**src/cache_pkg.sv**
```systemverilog
package cache_pkg;

  // Address split, 16-bit byte address
  localparam int TAG_W    = 6;
  localparam int INDEX_W  = 6;
  localparam int OFFSET_W = 3;

  // Bit 0 ignored, words are even aligned
  localparam int OFFSET_LSB = 1;
  localparam int INDEX_LSB  = OFFSET_LSB + OFFSET_W;
  localparam int TAG_LSB    = INDEX_LSB + INDEX_W;

  localparam int NUM_BLOCKS      = 2 ** INDEX_W;
  localparam int WORDS_PER_BLOCK = 2 ** OFFSET_W;

  // Main memory read latency in cycles
  localparam int MEM_LATENCY_DEFAULT = 4;

  typedef logic [15:0] word_t;
  typedef logic [15:0] addr_t;

  typedef logic [TAG_W-1:0]    tag_t;
  typedef logic [INDEX_W-1:0]  index_t;
  typedef logic [OFFSET_W-1:0] offset_t;

  // Instruction fetch request
  typedef struct packed {
    logic  valid;
    addr_t addr;
  } fetch_req_t;

  // Load or store request
  typedef struct packed {
    logic  valid;
    logic  write;
    addr_t addr;
    word_t wdata;
  } data_req_t;

  // Response, data only meaningful for fetch and load
  typedef struct packed {
    logic  valid;
    word_t data;
  } rsp_t;

  // Cache write port, fills and stores
  typedef struct packed {
    logic  en;
    logic  tag_write;
    addr_t addr;
    word_t data;
  } cache_wr_t;

  function automatic tag_t addr_tag(addr_t a);
    return a[TAG_LSB +: TAG_W];
  endfunction

  function automatic index_t addr_index(addr_t a);
    return a[INDEX_LSB +: INDEX_W];
  endfunction

  function automatic offset_t addr_offset(addr_t a);
    return a[OFFSET_LSB +: OFFSET_W];
  endfunction

  // Rebuild an even byte address from its fields
  function automatic addr_t make_addr(tag_t t, index_t i, offset_t o);
    return {t, i, o, 1'b0};
  endfunction

endpackage

```
**src/req_slot.sv**
```systemverilog
`timescale 1ns/1ps

module req_slot #(
  parameter type req_t = cache_pkg::fetch_req_t
) (
  input  logic clk,
  input  logic reset,
  input  req_t req,
  input  logic done,
  output req_t pending,
  output logic credit
);

  // One request per port, held until the controller serves it
  always_ff @(posedge clk) begin
    if (reset) begin
      pending.valid <= 1'b0;
    end else if (req.valid) begin
      // Requester only sends while holding the credit
      pending <= req;
    end else if (done) begin
      pending.valid <= 1'b0;
    end
  end

  // Credit goes back in the same cycle as the registered response
  always_ff @(posedge clk) begin
    if (reset) begin
      credit <= 1'b0;
    end else begin
      credit <= done;
    end
  end

endmodule

```
**config.mk**
```make
export PLATFORM = sky130hd
export DESIGN_NAME = req_slot
export DESIGN_NICKNAME = d
export VERILOG_FILES = /design/src/cache_pkg.sv /design/src/req_slot.sv
export SDC_FILE = /design/constraint.sdc
export NUM_CORES = 1
export LEC_CHECK = 0
export BUFFER_PORTS_ARGS = -buffer_cell sky130_fd_sc_hd__buf_2
export CAP_MARGIN = 20
export CORE_MARGIN = 2
export CORE_UTILIZATION = 38
export CTS_CLUSTER_SIZE = 14
export DETAILED_ROUTE_END_ITERATION = 6
export GPL_ROUTABILITY_DRIVEN = 0
export MAX_ROUTING_LAYER = met4
export PLACE_DENSITY = 0.74
export SYNTH_ARGS = -nofsm -noshare
export SYNTH_HDL_FRONTEND = slang
export SYNTH_SLANG_ARGS = --single-unit
```
**constraint.sdc**
```tcl
create_clock -name clk -period 1.6 [get_ports clk]
set_input_delay 0.32 -clock clk [delete_from_list [all_inputs] [get_ports clk]]
set_output_delay 0.32 -clock clk [all_outputs]
set_load 0.03 [all_outputs]
```
# [Word-level counts from Yosys, hierarchy flattened]
# Cells that the tools add are included.
[totals] register_bits=18 input_bits=20 output_inout_bits=18 wordCells=8
[op_classes] mux=2 n_bitwise=1 reduce_logical=2
[op_table] op="$mux W1" count=2
[op_table] op="$reduce_and A2 Y1" count=1
[op_table] op="$reduce_bool A2 Y1" count=1
[op_table] op="$not A1 Y1" count=1

# [Logic depth before layout (Yosys ltp)]
# Gate-level depths: netlist (run 1).
[depth] ltp_word=2 depth_mapped=2 ltp_nobuf=2

# [Worst setup path after synthesis (run 1)]
# Ideal clock, no wire load.
[synth_timing] kind="input to register" startpoint="in req[16] (netlist name)" endpoint="reg pending[0] (netlist name) (enable)" setup_time_ns=0.389 arrival_time_ns=1.075 required_time_ns=1.211 setup_slack_ns=0.137 cell_stages=2 path_buffers=0 cell_sequence="inv_1 nor2_1"
[synth_via] elab_chain_len=1
[synth_rtl] element="from (decl)" line_no="req_slot.sv:8" source="input req_t req,"
[synth_rtl] element="$reduce_and A2 Y1 (no line)"
[synth_rtl] element="to (signal assigned)" line_no="req_slot.sv:20" source="pending <= req;"
[synth_rtl] element="to (decl)" line_no="req_slot.sv:10" source="output req_t pending,"
# No other way between the ends.
# A chain may end at the register's enable or synchronous reset.

# [Worst setup path after layout (run 1)]
[layout_timing] startpoint="reg pending[13] (netlist name)" endpoint="out pending[13] (netlist name)"
# No word-level cell between the ends.

==> impl_metrics.ini, run 1 <==
[worst_hold_path]
min_path_type = input pin to flip-flop
worstHoldPathCells = 1
hold_end = pending[8]$_DFFE_PP_
holdCritStartpoint = req[8]

[route]
totalWireLength_microns = 1060
drc_errors = 0
ant_nets = 0
wl_met1_microns = 437
wl_per_cell_microns = 13.3
num_vias = 348
firstDrtPassIters = 4
highest_layer = met3
via_per_inst = 4.35
first_iter_violations = 1
met2_length_microns = 508
dr_wl_met3_microns = 117

[final_layout]
fin_nets = 86
multiInputGateArea_sq_um = 27.5
drive_above_1_share_pct = 66.2
fillers = 118
seq_area_sq_um = 520
n_antenna_cell = 0
area_growth_pct = 43.1
fin_area_sq_um = 790
mostFrequentLayoutCells = buf_2 (37), edfxtp_1 (16), clkbuf_4 (3)
final_common_cell = buf_2

[clock_network]
holdBufCountCts = 0
cts_setup_buffers = 0
root_buffer = clkbuf_4
clock_path_buffers = 2
clock-sinks = 18
clock_latency_ns = 0.27
htreeDepth = 1
post_cts_resized = 0
cts_tree = yes
cts_buffers = 3
path_clk_slew_ns = 0.09

[floorplanning]
dieArea_sq_um = 1770
die_x_microns = 42.1
die_h_microns = 42.1
start_util_pct = 41.4
design.core.area_sq_um = 1330
rows = 13
pin_count = 38

[power_and_ir_drop]
leakage_nw = 0.348
clkPwrFrac_pct = 23.7
ir_drop_mv = 0.508
switchingPower_w = 0.000217
powerDensity_nw_per_um2 = 1130
p_seq_share_pct = 62.1
switching_share_pct = 24.3
combPwrFrac_pct = 14.3
intPower_w = 0.000675
total_power_w = 0.000892

[synth]
synth_cell_types = 7
syn-num-nets = 43
synth_cells = 23
synth-compound-area-share_pct = 1.59
avgSynthCellArea_sq_um = 24.0
synthXorXnorAreaFrac_pct = 0
synthMuxAreaShare_pct = 0
yosysSeqAreaShare_pct = 94.3
synth_area_sq_um = 552
yosys.area_share.adder_pct = 0
synth_top_family_by_area = simple AND/OR/NAND/NOR gates
yosys_warnings = 0
ys_seq_elements = 18
synthSimpleGateAreaFrac_pct = 3.40

[worst_setup_path]
cp_num_buf_inv = 1
reg2reg_from = pending[16]$_SDFFE_PP0P_
critPathMaxStageDelay_ns = 0.41
worst_ep_arrival_time_ns = 0.89
worstSetupEndpointType = output pin
slowest_stage = edfxtp_1
cp-start-kind = flip-flop
crit_type = flip-flop to output pin
path_cells = buf_2
crit_family = flip-flops
rr_endpoint = pending[16]$_SDFFE_PP0P_
worstPathMaxFanout = 1
worst_ep_required_time_ns = 1.28
rr_worst_depth = 2
r2r_setup_slack_ns = 0.96

[grt]
antenna_found_initial = 0
grt_pass1_wl_microns = 1600
grt_pass1_vias = 354
grt_overflow = 0
grt_start_max_net_pins = 17
grt.total_usage_pct = 13.4

[timing]
skew_ns = 0
max_freq_ghz = 0.825
slew_headroom_pct = 87.0
tightest_slew_ns = 0.195
timing.hold.ws_ns = 0.212
min_period_ns = 1.21
fin_crit_sh_pct = 75.7
final-hold-violation-count = 0
timing.final.max_slew_violations = 0
grt_setup_unrepaired = false
final.setup.tns_ns = 0
setup_viol = 0

[place]
placed_cell_area_sq_um = 763
place.detailed.hpwl_microns = 851
port_buffers = 37

[status]
outcome = completed

[run]
max_cap_viol_count = 0
power groups by stage:
stage | clock (W) | combinational [W] | sequential [W]
after CTS | 0.000224 | 0.000130 | 0.000554
after global routing | 0.000248 | 0.000135 | 0.000556
after detailed placement | 0 | 0.000129 | 0.000565
after global placement | 0 | 0.000126 | 0.000562
after floorplan | 0 | 0.0000101 | 0.000627
final | 0.000211 | 0.000127 | 0.000554
layout make-up:
| class | instances | share of cell area, % |
|---|---|---|
| sequential | 18 | 65.9 |
| timing repair buffer | 38 | 24.4 |
| multi-input combinational | 4 | 3.49 |
| clock buffer | 3 | 2.85 |
| tap | 15 | 2.38 |
| clock inverter | 1 | 0.475 |
| inverter | 1 | 0.475 |
synth_stat cells:
library cell   n  area share (%)
dfxtp_1        2             7.3
inv_1          1            0.68
nor2b_2        1             1.6
nor2_1         1            0.68
a21oi_2        1             1.6
edfxtp_1      16              87
nand2b_1       1             1.1
metal layers:
metal	vias to the layer above	global-route usage, %
met1	150	16.0
met3	0	5.17
met5	-	-
met4	0	5.63
met2	28	20.3
li1	170	-
metrics by stage:
step | setup WS, ns | utilization, % | instances
finish | 0.388 | 59.2 | 80
global route | 0.349 | 59.2 | 80
CTS | 0.363 | 59.2 | 80
detailed placement | 0.504 | 57.2 | 76
global placement | 0.524 | 57.2 | 76
floorplan | 0.137 | - | 23
sequential cells by signal, indices dropped and copies added (netlist names):
signal,cells
credit,1
pending,17
kinds of logic after synthesis:
group	Yosys count
DFF	18
and+or+nand+nor	3
AOI/OAI and AO/OA	1
buffers and inverters	1
worst max-delay path by stage:
stage	startpoint	to	slack, ns	depth (start not counted)
2_1_floorplan	req[16]	pending[0]$_DFFE_PP_	0.14	2
5_1_grt	pending[13]$_DFFE_PP_	pending[13]	0.35	1
4_1_cts	pending[13]$_DFFE_PP_	pending[13]	0.36	1
3_5_place_dp	req[16]	pending[15]$_DFFE_PP_	0.50	4
6_report	pending[13]$_DFFE_PP_	pending[13]	0.39	1
3_3_place_gp	req[16]	pending[5]$_DFFE_PP_	0.52	4
Note: power is estimated with default switching activity, not from simulation.
==> inputs of run 2 (changes only) <==
==> constraint.sdc (replaced) <==
create_clock -name clk -period 1.2 [get_ports clk]
set_input_delay 0.24 -clock clk [delete_from_list [all_inputs] [get_ports clk]]
set_output_delay 0.24 -clock clk [all_outputs]
set_load 0.03 [all_outputs]
==> impl_metrics.ini, run 2 (synthesized netlist as in run 1, its figures left out) <==
[status]
outcome = completed

[timing]
slew_headroom_pct = 89.1
final.setup.tns_ns = 0
grt_setup_unrepaired = false
final-hold-violation-count = 0
min_period_ns = 1.09
skew_ns = 0
setup_viol = 0
max_freq_ghz = 0.916
fin_crit_sh_pct = 91.0
timing.final.max_slew_violations = 0
tightest_slew_ns = 0.164

[final_layout]
seq_area_sq_um = 520
fin_nets = 86
drive_above_1_share_pct = 67.7
final_common_cell = buf_2
fillers = 113
mostFrequentLayoutCells = buf_2 (37), edfxtp_1 (16), clkbuf_4 (3)
n_antenna_cell = 0
largest-register = pending
largest_register_ffs = 17
multiInputGateArea_sq_um = 30.0
reg_top3 = pending: 17 flops, credit: 1 flops
utilization_pct = 60.3
area_growth_pct = 45.8

[floorplanning]
die_x_microns = 42.1
design.core.area_sq_um = 1330
pin_count = 38
start_util_pct = 41.4
dieArea_sq_um = 1770
rows = 13
die_h_microns = 42.1

[power_and_ir_drop]
leakage_nw = 0.352
combPwrFrac_pct = 14.7
switching_share_pct = 24.1
intPower_w = 0.000913
p_seq_share_pct = 61.1
ir_drop_mv = 0.823
powerDensity_nw_per_um2 = 1500
switchingPower_w = 0.000290
clkPwrFrac_pct = 24.2

[clock_network]
clock-sinks = 18
cts_setup_buffers = 0
htreeDepth = 1
clock_path_buffers = 2
root_buffer = clkbuf_4
holdBufCountCts = 0
post_cts_resized = 0
clock_latency_ns = 0.27
cts_tree = yes
cts_buffers = 3
path_clk_slew_ns = 0.09

[worst_setup_path]
cp_num_buf_inv = 1
crit_family = flip-flops
critPathMaxStageDelay_ns = 0.38
worstSetupEndpointType = output pin
worst_ep_required_time_ns = 0.96
reg2reg_from = pending[16]$_SDFFE_PP0P_
worstPathMaxFanout = 1
crit_type = flip-flop to output pin
path_cells = buf_2
worst_ep_arrival_time_ns = 0.85
slowest_stage = edfxtp_1
cp-start-kind = flip-flop
startpoint = pending[5]$_DFFE_PP_

[route]
wl_met1_microns = 415
first_iter_violations = 6
totalWireLength_microns = 1040
dr_wl_met3_microns = 106
via_per_inst = 4.31
ant_nets = 0
drc_errors = 0
firstDrtPassIters = 4
highest_layer = met3
num_vias = 345
met2_length_microns = 513
wl_per_cell_microns = 13.0

[grt]
grt_pass1_vias = 369
grt_pass1_wl_microns = 1700
antenna_found_initial = 0
grt_overflow = 0
grt.total_usage_pct = 13.6
grt_start_max_net_pins = 17

[run]
max_cap_viol_count = 0

[worst_hold_path]
min_path_type = input pin to flip-flop
holdCritStartpoint = req[8]

[place]
port_buffers = 37
-- run 2: changes by cell type in the layout (fill, tap and decap cells not counted), sizes merged --
cell	change
clkbuf	+1
clkinv	-1
-- run 2: layout make-up --
class	instances	area share, %
Timing Repair Buffer	38	25.5
Tap cell	15	2.33
Multi-Input combinational cell	4	3.73
Inverter	1	0.467
Clock buffer	4	3.27
Sequential cell	18	64.7
-- run 2: power groups by stage --
stage	combinational, W	clock [W]	sequential, W
detailed placement	0.000178	0	0.000750
global placement	0.000174	0	0.000749
floorplan	0.0000141	0	0.000836
finish	0.000176	0.000291	0.000735
global route	0.000186	0.000341	0.000740
CTS	0.000178	0.000310	0.000736
-- run 2: through the flow --
stage | hold WS (ns) | setup slack [ns] | cell area (sq um) | total power, W | std cells
after global routing | 0.0982 | 0.0588 | 805 | 0.00127 | 80
final | 0.123 | 0.108 | 805 | 0.00120 | 80
after detailed placement | 0.418 | 0.223 | 778 | 0.000928 | 76
after CTS | 0.109 | 0.0887 | 805 | 0.00122 | 80
after global placement | 0.418 | 0.230 | 778 | 0.000923 | 76
after floorplan | 0.302 | 0.0700 | 554 | 0.000850 | 23
-- run 2: layer usage --
| layer | vias to the layer above | track usage [%] |
|---|---|---|
| met5 | - | - |
| met4 | 0 | 5.63 |
| met2 | 22 | 22.5 |
| li1 | 170 | - |
| met1 | 153 | 15.3 |
| met3 | 0 | 4.31 |
-- run 2: path summary, 6_finish.rpt --
kind                         endpoint  slack (ns)  cells past startpoint
max                        pending[5]        0.11                      1
min              pending[8]$_DFFE_PP_        0.12                      1
max reg2reg  pending[16]$_SDFFE_PP0P_        0.60                      2
min reg2reg  pending[16]$_SDFFE_PP0P_        0.50                      2
