File: config.mk
export PLATFORM = sky130hd
export DESIGN_NAME = fill_ctrl
export DESIGN_NICKNAME = d
export VERILOG_FILES = /design/src/cache_pkg.sv /design/src/fill_ctrl.sv
export SDC_FILE = /design/constraint.sdc
export NUM_CORES = 1
export LEC_CHECK = 0
export ABC_AREA = 1
export BUFFER_PORTS_ARGS = -buffer_cell sky130_fd_sc_hd__buf_2
export CORE_AREA = 2 2 94 96
export DETAILED_ROUTE_END_ITERATION = 10
export DIE_AREA = 0 0 96 98
export PLACE_DENSITY = 0.76
export SYNTH_ARGS = -nofsm -noshare
export SYNTH_HDL_FRONTEND = slang
export SYNTH_SLANG_ARGS = --single-unit
File: constraint.sdc
create_clock -name clk -period 2.3 [get_ports clk]
set_clock_uncertainty 0.05 [all_clocks]
set_input_delay 0.23 -clock clk [delete_from_list [all_inputs] [get_ports clk]]
set_output_delay 0.23 -clock clk [all_outputs]
set_load 0.03 [all_outputs]
File: src/cache_pkg.sv
package cache_pkg;

  // Address split, 16-bit byte address
  localparam int TAG_W    = 6;
  localparam int INDEX_W  = 6;
  localparam int OFFSET_W = 3;

  // Bit 0 ignored, words are even aligned
  localparam int OFFSET_LSB = 1;
  localparam int INDEX_LSB  = OFFSET_LSB + OFFSET_W;
  localparam int TAG_LSB    = INDEX_LSB + INDEX_W;

  localparam int NUM_BLOCKS      = 2 ** INDEX_W;
  localparam int WORDS_PER_BLOCK = 2 ** OFFSET_W;

  // Main memory read latency in cycles
  localparam int MEM_LATENCY_DEFAULT = 4;

  typedef logic [15:0] word_t;
  typedef logic [15:0] addr_t;

  typedef logic [TAG_W-1:0]    tag_t;
  typedef logic [INDEX_W-1:0]  index_t;
  typedef logic [OFFSET_W-1:0] offset_t;

  // Instruction fetch request
  typedef struct packed {
    logic  valid;
    addr_t addr;
  } fetch_req_t;

  // Load or store request
  typedef struct packed {
    logic  valid;
    logic  write;
    addr_t addr;
    word_t wdata;
  } data_req_t;

  // Response, data only meaningful for fetch and load
  typedef struct packed {
    logic  valid;
    word_t data;
  } rsp_t;

  // Cache write port, fills and stores
  typedef struct packed {
    logic  en;
    logic  tag_write;
    addr_t addr;
    word_t data;
  } cache_wr_t;

  function automatic tag_t addr_tag(addr_t a);
    return a[TAG_LSB +: TAG_W];
  endfunction

  function automatic index_t addr_index(addr_t a);
    return a[INDEX_LSB +: INDEX_W];
  endfunction

  function automatic offset_t addr_offset(addr_t a);
    return a[OFFSET_LSB +: OFFSET_W];
  endfunction

  // Rebuild an even byte address from its fields
  function automatic addr_t make_addr(tag_t t, index_t i, offset_t o);
    return {t, i, o, 1'b0};
  endfunction

endpackage

File: src/fill_ctrl.sv
`timescale 1ns/1ps

module fill_ctrl (
  input  logic                   clk,
  input  logic                   reset,
  input  cache_pkg::fetch_req_t  fetch_pend,
  input  cache_pkg::data_req_t   data_pend,
  output logic                   fetch_done,
  output logic                   data_done,
  output cache_pkg::rsp_t        fetch_rsp,
  output cache_pkg::rsp_t        data_rsp,
  input  logic                   i_hit,
  input  logic                   d_hit,
  input  cache_pkg::word_t       i_rdata,
  input  cache_pkg::word_t       d_rdata,
  output cache_pkg::cache_wr_t   i_wr,
  output cache_pkg::cache_wr_t   d_wr,
  output logic                   rd_en,
  output logic                   wr_en,
  output cache_pkg::addr_t       mem_addr,
  output cache_pkg::word_t       mem_wdata,
  input  logic                   rd_valid,
  input  cache_pkg::word_t       rd_data
);

  localparam cache_pkg::offset_t LAST_WORD =
    cache_pkg::offset_t'(cache_pkg::WORDS_PER_BLOCK - 1);

  typedef enum logic [1:0] {
    ST_IDLE,
    ST_ISSUE,
    ST_WAIT
  } state_t;

  state_t             state;
  logic               fill_dside;
  cache_pkg::addr_t   fill_base;
  cache_pkg::offset_t issue_cnt;
  cache_pkg::offset_t ret_cnt;

  logic                 i_miss;
  logic                 d_miss;
  logic                 store_hit;
  logic                 fill_ret;
  logic                 last_ret;
  cache_pkg::tag_t      fill_tag;
  cache_pkg::index_t    fill_index;
  cache_pkg::cache_wr_t fill_wr;

  // Lookups only count while idle
  assign i_miss = (state == ST_IDLE) && fetch_pend.valid && !i_hit;
  assign d_miss = (state == ST_IDLE) && data_pend.valid && !d_hit;

  // Hits answered in idle, both ports at once
  assign fetch_done = (state == ST_IDLE) && fetch_pend.valid && i_hit;
  assign data_done  = (state == ST_IDLE) && data_pend.valid && d_hit;
  assign store_hit  = data_done && data_pend.write;

  // Block under fill
  assign fill_tag   = cache_pkg::addr_tag(fill_base);
  assign fill_index = cache_pkg::addr_index(fill_base);
  assign fill_ret   = (state != ST_IDLE) && rd_valid;
  assign last_ret   = fill_ret && (ret_cnt == LAST_WORD);

  // Returning word, tag goes in with the last one
  always_comb begin
    fill_wr           = '0;
    fill_wr.en        = fill_ret;
    fill_wr.tag_write = last_ret;
    fill_wr.addr      = cache_pkg::make_addr(fill_tag, fill_index, ret_cnt);
    fill_wr.data      = rd_data;
  end

  // Write ports of both caches
  always_comb begin
    i_wr = '0;
    d_wr = '0;
    if (!fill_dside) begin
      i_wr = fill_wr;
    end else begin
      d_wr = fill_wr;
    end
    // Store hit updates the cached word, only while idle
    if (store_hit) begin
      d_wr.en   = 1'b1;
      d_wr.addr = data_pend.addr;
      d_wr.data = data_pend.wdata;
    end
  end

  // Block reads while issuing, write-through on a store hit
  assign rd_en     = (state == ST_ISSUE);
  assign wr_en     = store_hit;
  assign mem_addr  = rd_en ? cache_pkg::make_addr(fill_tag, fill_index, issue_cnt)
                           : data_pend.addr;
  assign mem_wdata = data_pend.wdata;

  // Miss arbitration and fill sequencing
  always_ff @(posedge clk) begin
    if (reset) begin
      state      <= ST_IDLE;
      fill_dside <= 1'b0;
      fill_base  <= '0;
      issue_cnt  <= '0;
      ret_cnt    <= '0;
    end else begin
      case (state)
        ST_IDLE: begin
          issue_cnt <= '0;
          ret_cnt   <= '0;
          // Data miss first
          if (d_miss) begin
            fill_dside <= 1'b1;
            fill_base  <= data_pend.addr;
            state      <= ST_ISSUE;
          end else if (i_miss) begin
            fill_dside <= 1'b0;
            fill_base  <= fetch_pend.addr;
            state      <= ST_ISSUE;
          end
        end
        ST_ISSUE: begin
          issue_cnt <= issue_cnt + 1'b1;
          if (issue_cnt == LAST_WORD) begin
            state <= ST_WAIT;
          end
        end
        default: begin
          // Replay the lookup once the block is complete
          if (last_ret) begin
            state <= ST_IDLE;
          end
        end
      endcase
      // Returns may overlap the issue phase
      if (fill_ret) begin
        ret_cnt <= ret_cnt + 1'b1;
      end
    end
  end

  // Registered responses, one cycle after done
  always_ff @(posedge clk) begin
    if (reset) begin
      fetch_rsp <= '0;
      data_rsp  <= '0;
    end else begin
      fetch_rsp.valid <= fetch_done;
      fetch_rsp.data  <= i_rdata;
      data_rsp.valid  <= data_done;
      data_rsp.data   <= d_rdata;
    end
  end

endmodule

-- After elaboration in Yosys (flattened, before gate mapping)
Cells that the tools add are included.
- register bits: 59
- bits of input ports: 104
- output and inout bits: 138
- word-level logic and storage cells: 52
- add/sub/neg operators: 2
- eq/ne operators: 5
- mux-type cells: 17
- reductions and logical operators: 19
- operators by type and width (kind ; count):
    two-way mux 34 bit ; 2
    two-way mux 16 bit ; 3
    two-way mux 32 bit ; 1
    logical AND 1 bit ; 9
    two-way mux 2 bit ; 4
    nonzero test 2 bit ; 4
    adder 3 x 1 -> 3 bit (second input constant) ; 2
    == test 3 bit (second input constant) ; 2
    two-way mux 3 bit ; 2
    one-hot mux 3 bit (2 select lines) ; 1
    one-hot mux 2 bit (2 select lines) ; 1
    two-way mux 1 bit ; 3
    inequality test 3 bit (second input constant) ; 1
    AND reduction 3 bit ; 1
    nonzero test 3 bit ; 1
    == test 2 x 1 -> 1 bit (second input constant) ; 1
    logical NOT 1 bit ; 2
    logical NOT 2 bit ; 1
    inequality test 2 x 1 -> 1 bit (second input constant) ; 1
    AND reduction 2 bit ; 1

-- Logic depth before layout (Yosys ltp)
Gate-level depths: netlist of run 1.
- word-level depth: 6
- gate-level depth with buffers: 8
- mapped depth without buffers: 7

-- Worst setup path after synthesis of run 1
OpenSTA, ideal clock, no wires.
- path type: register to output
- start point: register state[0]
- end point: output mem_addr[11]
- data arrival time: 1.670 ns
- data required time: 2.020 ns
- path slack: 0.350 ns
- cell stages (with the launch flop): 6
- path buffers: 1
- path through: dfxtp_1 > inv_2 > nor2_8 > inv_4 > buf_2 > o21ai_0
- cells in the longest elaborated chain, start to end: 2
- RTL lines (element ; RTL line ; text):
    start: declaration ; fill_ctrl.sv:35 ; state_t state;
    start signal: assignment ; fill_ctrl.sv:101 ; state <= ST_IDLE;
    start signal: assignment ; fill_ctrl.sv:115 ; state <= ST_ISSUE;
    start signal: assignment ; fill_ctrl.sv:119 ; state <= ST_ISSUE;
    == test 2 x 1 -> 1 bit ; fill_ctrl.sv:92 ; assign rd_en = (state == ST_ISSUE);
    net rd_en ; fill_ctrl.sv:18 ; output logic rd_en,
    two-way mux 16 bit ; fill_ctrl.sv:94 ; assign mem_addr = rd_en ? cache_pkg::make_addr(fill_tag, fill_index, issue_cnt)
    end: declaration ; fill_ctrl.sv:20 ; output cache_pkg::addr_t mem_addr,
The timed path passes the listed nets, and every way through them passes these cells.

==> metrics, run 1 <==
Mean Syn Cell Area=6.24 µm²; Core ar.=between 8000 and 9000 µm²; yosys warns=0; initial antenna violation count=0; power density cells=approximately 600 nW/µm²; FILL cells=approximately 880; max_cap viols=0; ratio of final minimum period to clock period=0.881; routed len/inst=12.6 µm; CP Launch Type=flop; critical path endpoint category=output pin; routed via count=between 3,000 and 4,000; Min-Delay Path Class=in -> reg; final hold vios=0; Ant. Diodes=0; Arr. time, crit path=1750 ps; Critical Path RT=between 2000 and 2500 ps; Die Y=98 µm; via density per instance=4.67; outcome=completed; setup violators final=0; Net Sw Frac=0.408; die width=96 µm; commonest non-fill, non-tap cell in the layout=buf_2; Setup TNS=0 ps; placed insts=~800; DRT antenna net count=0; post-synthesis register bit count=55; sequential power share=0.406; area growth from synthesis to layout=37.0%; Setup CP Type=reg -> out; final net count=810; Non-Filler Instances=just over 800; register area share after synthesis=0.352; Initial Utilization=0.369; Detailed Route WL=10.2 mm; root buf cell=clkbuf_8; Cell Int Power=1.51 mW; layout cell share with drive strength beyond 1=0.371; Detail Placement HPWL=8.02 mm; unrepaired setup endpoints after global routing=false; Sink Count=55; port bufs=236; Worst-Skew Late Latency=about 300 ps; Post-CTS Setup Bufs=0; Rows=34; H-tree depth=2; vias in the first global route=approximately 3,500; overall routing resource usage=0.204; commonest cells after routing, fill and taps aside=buf_2, nand2_1, nor2_1; number of CTS-inserted buffers=5; DRC viols=0; GPL Wtd Cong=between 0.8 and 0.9; largest net degree at the start of global routing=36; Distinct cells, synth=27; Comb pwr share=0.376; Ports=~240; Syn Std Cell Area=3130 µm²; GRT overflow=0; die area=about 9400 µm²; switching power=1.04 mW; clock-pin slew on the worst setup and hold paths=around 100 ps; Max clock buf depth=2; Peak VDD IR=roughly 0.49 mV; first-pass GRT wire length=between 15 and 20 mm; 1st-iter DRT viols=about 150; CTS tree=done; Max Fclk=494 MHz; Synthesized Nets=609; Leak Pwr=2.74 nW; Mapped Cells=501; iteration count of the initial detailed-routing pass=4; Final Slew Violations=0; clock network fraction of total power=0.218; crit path max fanout=33; fin crit period=between 2000 and 2500 ps
[through the flow]
stage                     utilization  instance area [µm²]  worst slack (ps)  total power [mW]  hold slack, ps
after CTS                       0.506                 4280              44.6              2.57            54.5
final                           0.506                 4280               274              2.55            63.5
after global routing            0.506                 4280               148              2.69            57.6
after floorplan                     -                 3130               350              1.73             287
after detailed placement        0.495                 4190               405              2.03             385
after global placement          0.495                 4190               461              2.01             378
[layer usage]
layer / GRT usage / up-vias / share of wire
li1: - / 1895 / -
met1: 0.209 / 1680 / 0.35
met2: 0.382 / 206 / 0.51
met3: 0.0718 / 10 / 0.12
met4: 0.0505 / 0 / 0.013
met5: 0 / - / 0
[sequential cells by signal (all words and copies together), names as in the netlist]
register	cells
fill_dside	1
fetch_rsp	17
issue_cnt	3
ret_cnt	3
data_rsp	17
state	2
fill_base	12
[final cells by class]
type / count / area (µm²) / share of cell area
Inverter: 77 / 294 / 0.0686
Clock inverter: 3 / 22.5 / 0.00526
Timing Repair Buffer: 241 / 1220 / 0.284
Clock buffer: 5 / 68.8 / 0.0161
Sequential cell: 55 / 1100 / 0.258
Tap cell: 108 / 135 / 0.0315
Multi-Input combinational cell: 322 / 1440 / 0.336
[synthesized netlist by cell type]
master / number / area [µm²]
nand2_1: 130 / 488
nor2_1: 97 / 364
inv_1: 73 / 274
dfxtp_1: 55 / 1100
nand3_1: 44 / 220
buf_4: 21 / 158
nand4_1: 12 / 75.1
o21ai_0: 12 / 60.1
clkbuf_1: 11 / 41.3
a21oi_1: 8 / 40.0
buf_2: 7 / 35.0
buf_1: 4 / 15.0
buf_6: 4 / 45.0
ha_1: 4 / 50.1
o21ai_1: 4 / 20.0
inv_2: 3 / 11.3
nor2_8: 2 / 40.0
conb_1: 1 / 3.75
inv_4: 1 / 6.26
nand2_2: 1 / 6.26
nand3_2: 1 / 10.0
nand3_4: 1 / 17.5
nand4_4: 1 / 21.3
nor3_1: 1 / 5.00
nor4_1: 1 / 6.26
o21a_1: 1 / 7.51
or2_1: 1 / 6.26
[worst paths after layout]
kind                        startpoint                   endpoint  slack [ps]  cells past startpoint
max              state[1]$_SDFFE_PP0P_                    d_wr[1]         270                      6
min                        i_rdata[13]   fetch_rsp[13]$_SDFF_PP0_          60                      3
max reg2reg      state[1]$_SDFFE_PP0P_  fill_base[5]$_SDFFE_PP0P_         540                      7
min reg2reg  issue_cnt[2]$_SDFFE_PP0P_  issue_cnt[2]$_SDFFE_PP0P_         450                      2
[power groups by stage]
stage / clock network (mW) / logic (mW) / registers, mW
6_report: 0.557 / 0.960 / 1.04
5_1_grt: 0.598 / 1.04 / 1.04
3_5_place_dp: 0 / 0.965 / 1.06
4_1_cts: 0.566 / 0.967 / 1.04
3_3_place_gp: 0 / 0.951 / 1.06
2_1_floorplan: 0 / 0.610 / 1.12
[cells by family after synthesis]
kind of cell	share of synthesized area
and+or+nand+nor	0.403
buffers and inverters	0.187
DFF	0.352
AOI/OAI and AO/OA	0.0408
adders and majority gates	0.0160
other	0.00120
[critical path, stage by stage (launching register included)]
cell and delay (ps):
dfxtp_2 500, nor2_8 80, nand4_4 80, buf_4 360
nand3_1 130, nand2_1 80, buf_2 190
[what timing repair did]
action,4_1_cts,5_1_grt
resized for setup,0,3
hold buffers,0,0
setup endpoints to repair,0,31
Power figures use the tool's default switching activity.
==> inputs of run 2 (changes only) <==
--- a/config.mk
+++ b/config.mk
@@ -7,10 +7,11 @@
 export LEC_CHECK = 0
 export ABC_AREA = 1
 export BUFFER_PORTS_ARGS = -buffer_cell sky130_fd_sc_hd__buf_2
-export CORE_AREA = 2 2 94 96
+export CELL_PAD_IN_SITES_DETAIL_PLACEMENT = 1
+export CELL_PAD_IN_SITES_GLOBAL_PLACEMENT = 1
+export CORE_UTILIZATION = 27
 export DETAILED_ROUTE_END_ITERATION = 10
-export DIE_AREA = 0 0 96 98
-export PLACE_DENSITY = 0.76
+export PLACE_DENSITY_LB_ADDON = 0.1
 export SYNTH_ARGS = -nofsm -noshare
 export SYNTH_HDL_FRONTEND = slang
 export SYNTH_SLANG_ARGS = --single-unit
==> run 2 against run 1 <==
Final cell count rose by 4.4%. Clock power up 45%. Register-to-register slack worse by 20 ps. Worst setup slack got worse by 61 ps. Worst hold slack improved by 9.6 ps. Combinational power is 0.9% higher. Maximum frequency decreased by 2.9%. Wire length increased by 12%. First-iteration DRC count rose by 26%. Die area increased by 28%. Critical endpoint is now d_wr[27]. Largest power group unchanged.
==> metrics, run 2 (synthesized netlist as in run 1, its figures left out) <==
outcome=completed (unchanged); worst slew pin tran=a little over 500 ps; met3 WL=894 µm (was 1.24 mm); Initial Utilization=0.282 (was 0.369); 1st-iter DRT viols=187 (was 148); FILL cells=1,557 (was 881); Net Sw Frac=0.391 (was 0.408); Comb pwr share=0.343 (was 0.376); number of CTS-inserted buffers=5 (unchanged); placed insts=839 (was 803); die width=110 µm (was 96 µm); Max clock buf depth=2 (unchanged); Detailed Route WL=11.4 mm (was 10.2 mm); area occupied by multi-input gates=1440 µm² (unchanged); Max Fclk=479 MHz (was 494 MHz); Rows=38 (was 34); routed length on met1=4.52 mm (was 3.61 mm); iteration count of the initial detailed-routing pass=4 (unchanged); area growth from synthesis to layout=41.7% (was 37.0%); routed wl met2=5.97 mm (was 5.24 mm); initial antenna violation count=0 (unchanged); Setup CP Type=reg -> out (unchanged); Reg area=1100 µm² (about the same); Ports=242 (unchanged); Worst Slack Setup Final=213 ps (was 274 ps); DRT antenna net count=0 (unchanged); Die Y=110 µm (was 98 µm); Worst R2R Path Depth=7 (unchanged); Ant. Diodes=0 (unchanged); uppermost layer routed=met4 (unchanged); port bufs=236 (unchanged); Min-Delay Path Class=in -> reg (unchanged); largest net degree at the start of global routing=42 (was 36); Slew HR=0.655; Worst-Skew Late Latency=290 ps (was 300 ps); Detail Placement HPWL=8.85 mm (was 8.02 mm); H-tree depth=2 (unchanged); clock network fraction of total power=0.287 (was 0.218); root buf cell=clkbuf_16 (was clkbuf_8); final core utilization=0.400 (was 0.506); commonest cells after routing, fill and taps aside=buf_2, nand2_1, nor2_1 (unchanged); routed len/inst=13.5 µm (was 12.6 µm); power density cells=637 nW/µm² (was 596 nW/µm²); die area=12,000 µm² (was 9410 µm²); Setup TNS=0 ps (unchanged); Peak VDD IR=0.294 mV (was 0.493 mV); vias in the first global route=3,669 (was 3,522); clock-pin slew on the worst setup and hold paths=80 ps (was 100 ps); crit path max fanout=32 (was 33); Leak Pwr=2.79 nW (was 2.74 nW); WHS Path Cells=3 (unchanged); Area after DPL=4270 µm² (was 4190 µm²); switching power=1.10 mW (was 1.04 mW); critical path endpoint category=output pin (unchanged); setup violators final=0 (unchanged); Non-Filler Instances=847 (was 811); commonest non-fill, non-tap cell in the layout=buf_2 (unchanged); fin crit period=2090 ps (was 2030 ps); sequential power share=0.370 (was 0.406); DRC viols=0 (unchanged); overall routing resource usage=0.187 (was 0.204); first-pass GRT wire length=17.7 mm (was 15.4 mm); max_cap viols=0 (unchanged); Resized cells post-CTS=1 (was 0); Sink Count=55 (unchanged); CP Launch Type=flop (unchanged); Top Registers=data_rsp: 17 flops, fetch_rsp: 17 flops, fill_base: 12 flops (unchanged); final instance area=4430 µm² (was 4280 µm²); Post-CTS Setup Bufs=0 (unchanged); routed via count=3,762 (was 3,791); Final Slew Violations=0 (unchanged); unrepaired setup endpoints after global routing=false (unchanged); final hold vios=0 (unchanged); layout cell share with drive strength beyond 1=0.373 (was 0.371); Arr. time, crit path=1810 ps (was 1750 ps); via density per instance=4.44 (was 4.67); Core ar.=11,100 µm² (was 8470 µm²); pre-CTS setup slack=322 ps (was 405 ps); # hold bufs at CTS=0 (unchanged); Critical Path RT=2020 ps (about the same); Cell Int Power=1.72 mW (was 1.51 mW); ratio of final minimum period to clock period=0.907 (was 0.881); GRT overflow=0 (unchanged); final net count=814 (was 810); CTS tree=done (unchanged); GPL Wtd Cong=0.740 (was 0.801)
[run 2: final timing paths]
check,start,end,slack (ps)
max,state[1]$_SDFFE_PP0P_,d_wr[27],210
max reg2reg,state[1]$_SDFFE_PP0P_,fill_base[5]$_SDFFE_PP0P_,520
min reg2reg,issue_cnt[0]$_SDFFE_PP0P_,issue_cnt[0]$_SDFFE_PP0P_,450
min,d_rdata[4],data_rsp[4]$_SDFF_PP0_,70
[run 2: power groups by stage]
stage               clock network, mW  logic (mW)  registers [mW]
floorplan                           0       0.610            1.12
global placement                    0       0.966            1.06
detailed placement                  0       0.983            1.07
CTS                             0.840       0.987            1.04
global route                    0.870        1.07            1.05
finish                          0.810       0.969            1.04
[run 2: per-stage QoR]
stage,power [mW],hold slack [ps]
2_1_floorplan,1.73,287
3_3_place_gp,2.03,378
3_5_place_dp,2.05,388
4_1_cts,2.87,67.4
5_1_grt,2.99,80.3
6_report,2.82,73.1
[run 2: critical path: stages, from the launching register on]
cell	delay (ps)
dfxtp_1	380
nor2_8	150
nand4_4	210
inv_4	370
nand2_1	90
nand2_1	80
buf_2	210
[run 2: final cells by class]
class | instances | area share
clock inverter | 3 | 0.00762
clock buffer | 5 | 0.0282
sequential | 55 | 0.249
timing repair buffer | 245 | 0.285
inverter | 77 | 0.0663
tap | 140 | 0.0395
multi-input combinational | 322 | 0.325
[run 2: per-layer routing]
metal  GRT usage  up-vias
met5           0        -
met4      0.0286        0
met3      0.0492        5
met2       0.358      127
met1       0.210     1720
li1            -     1910
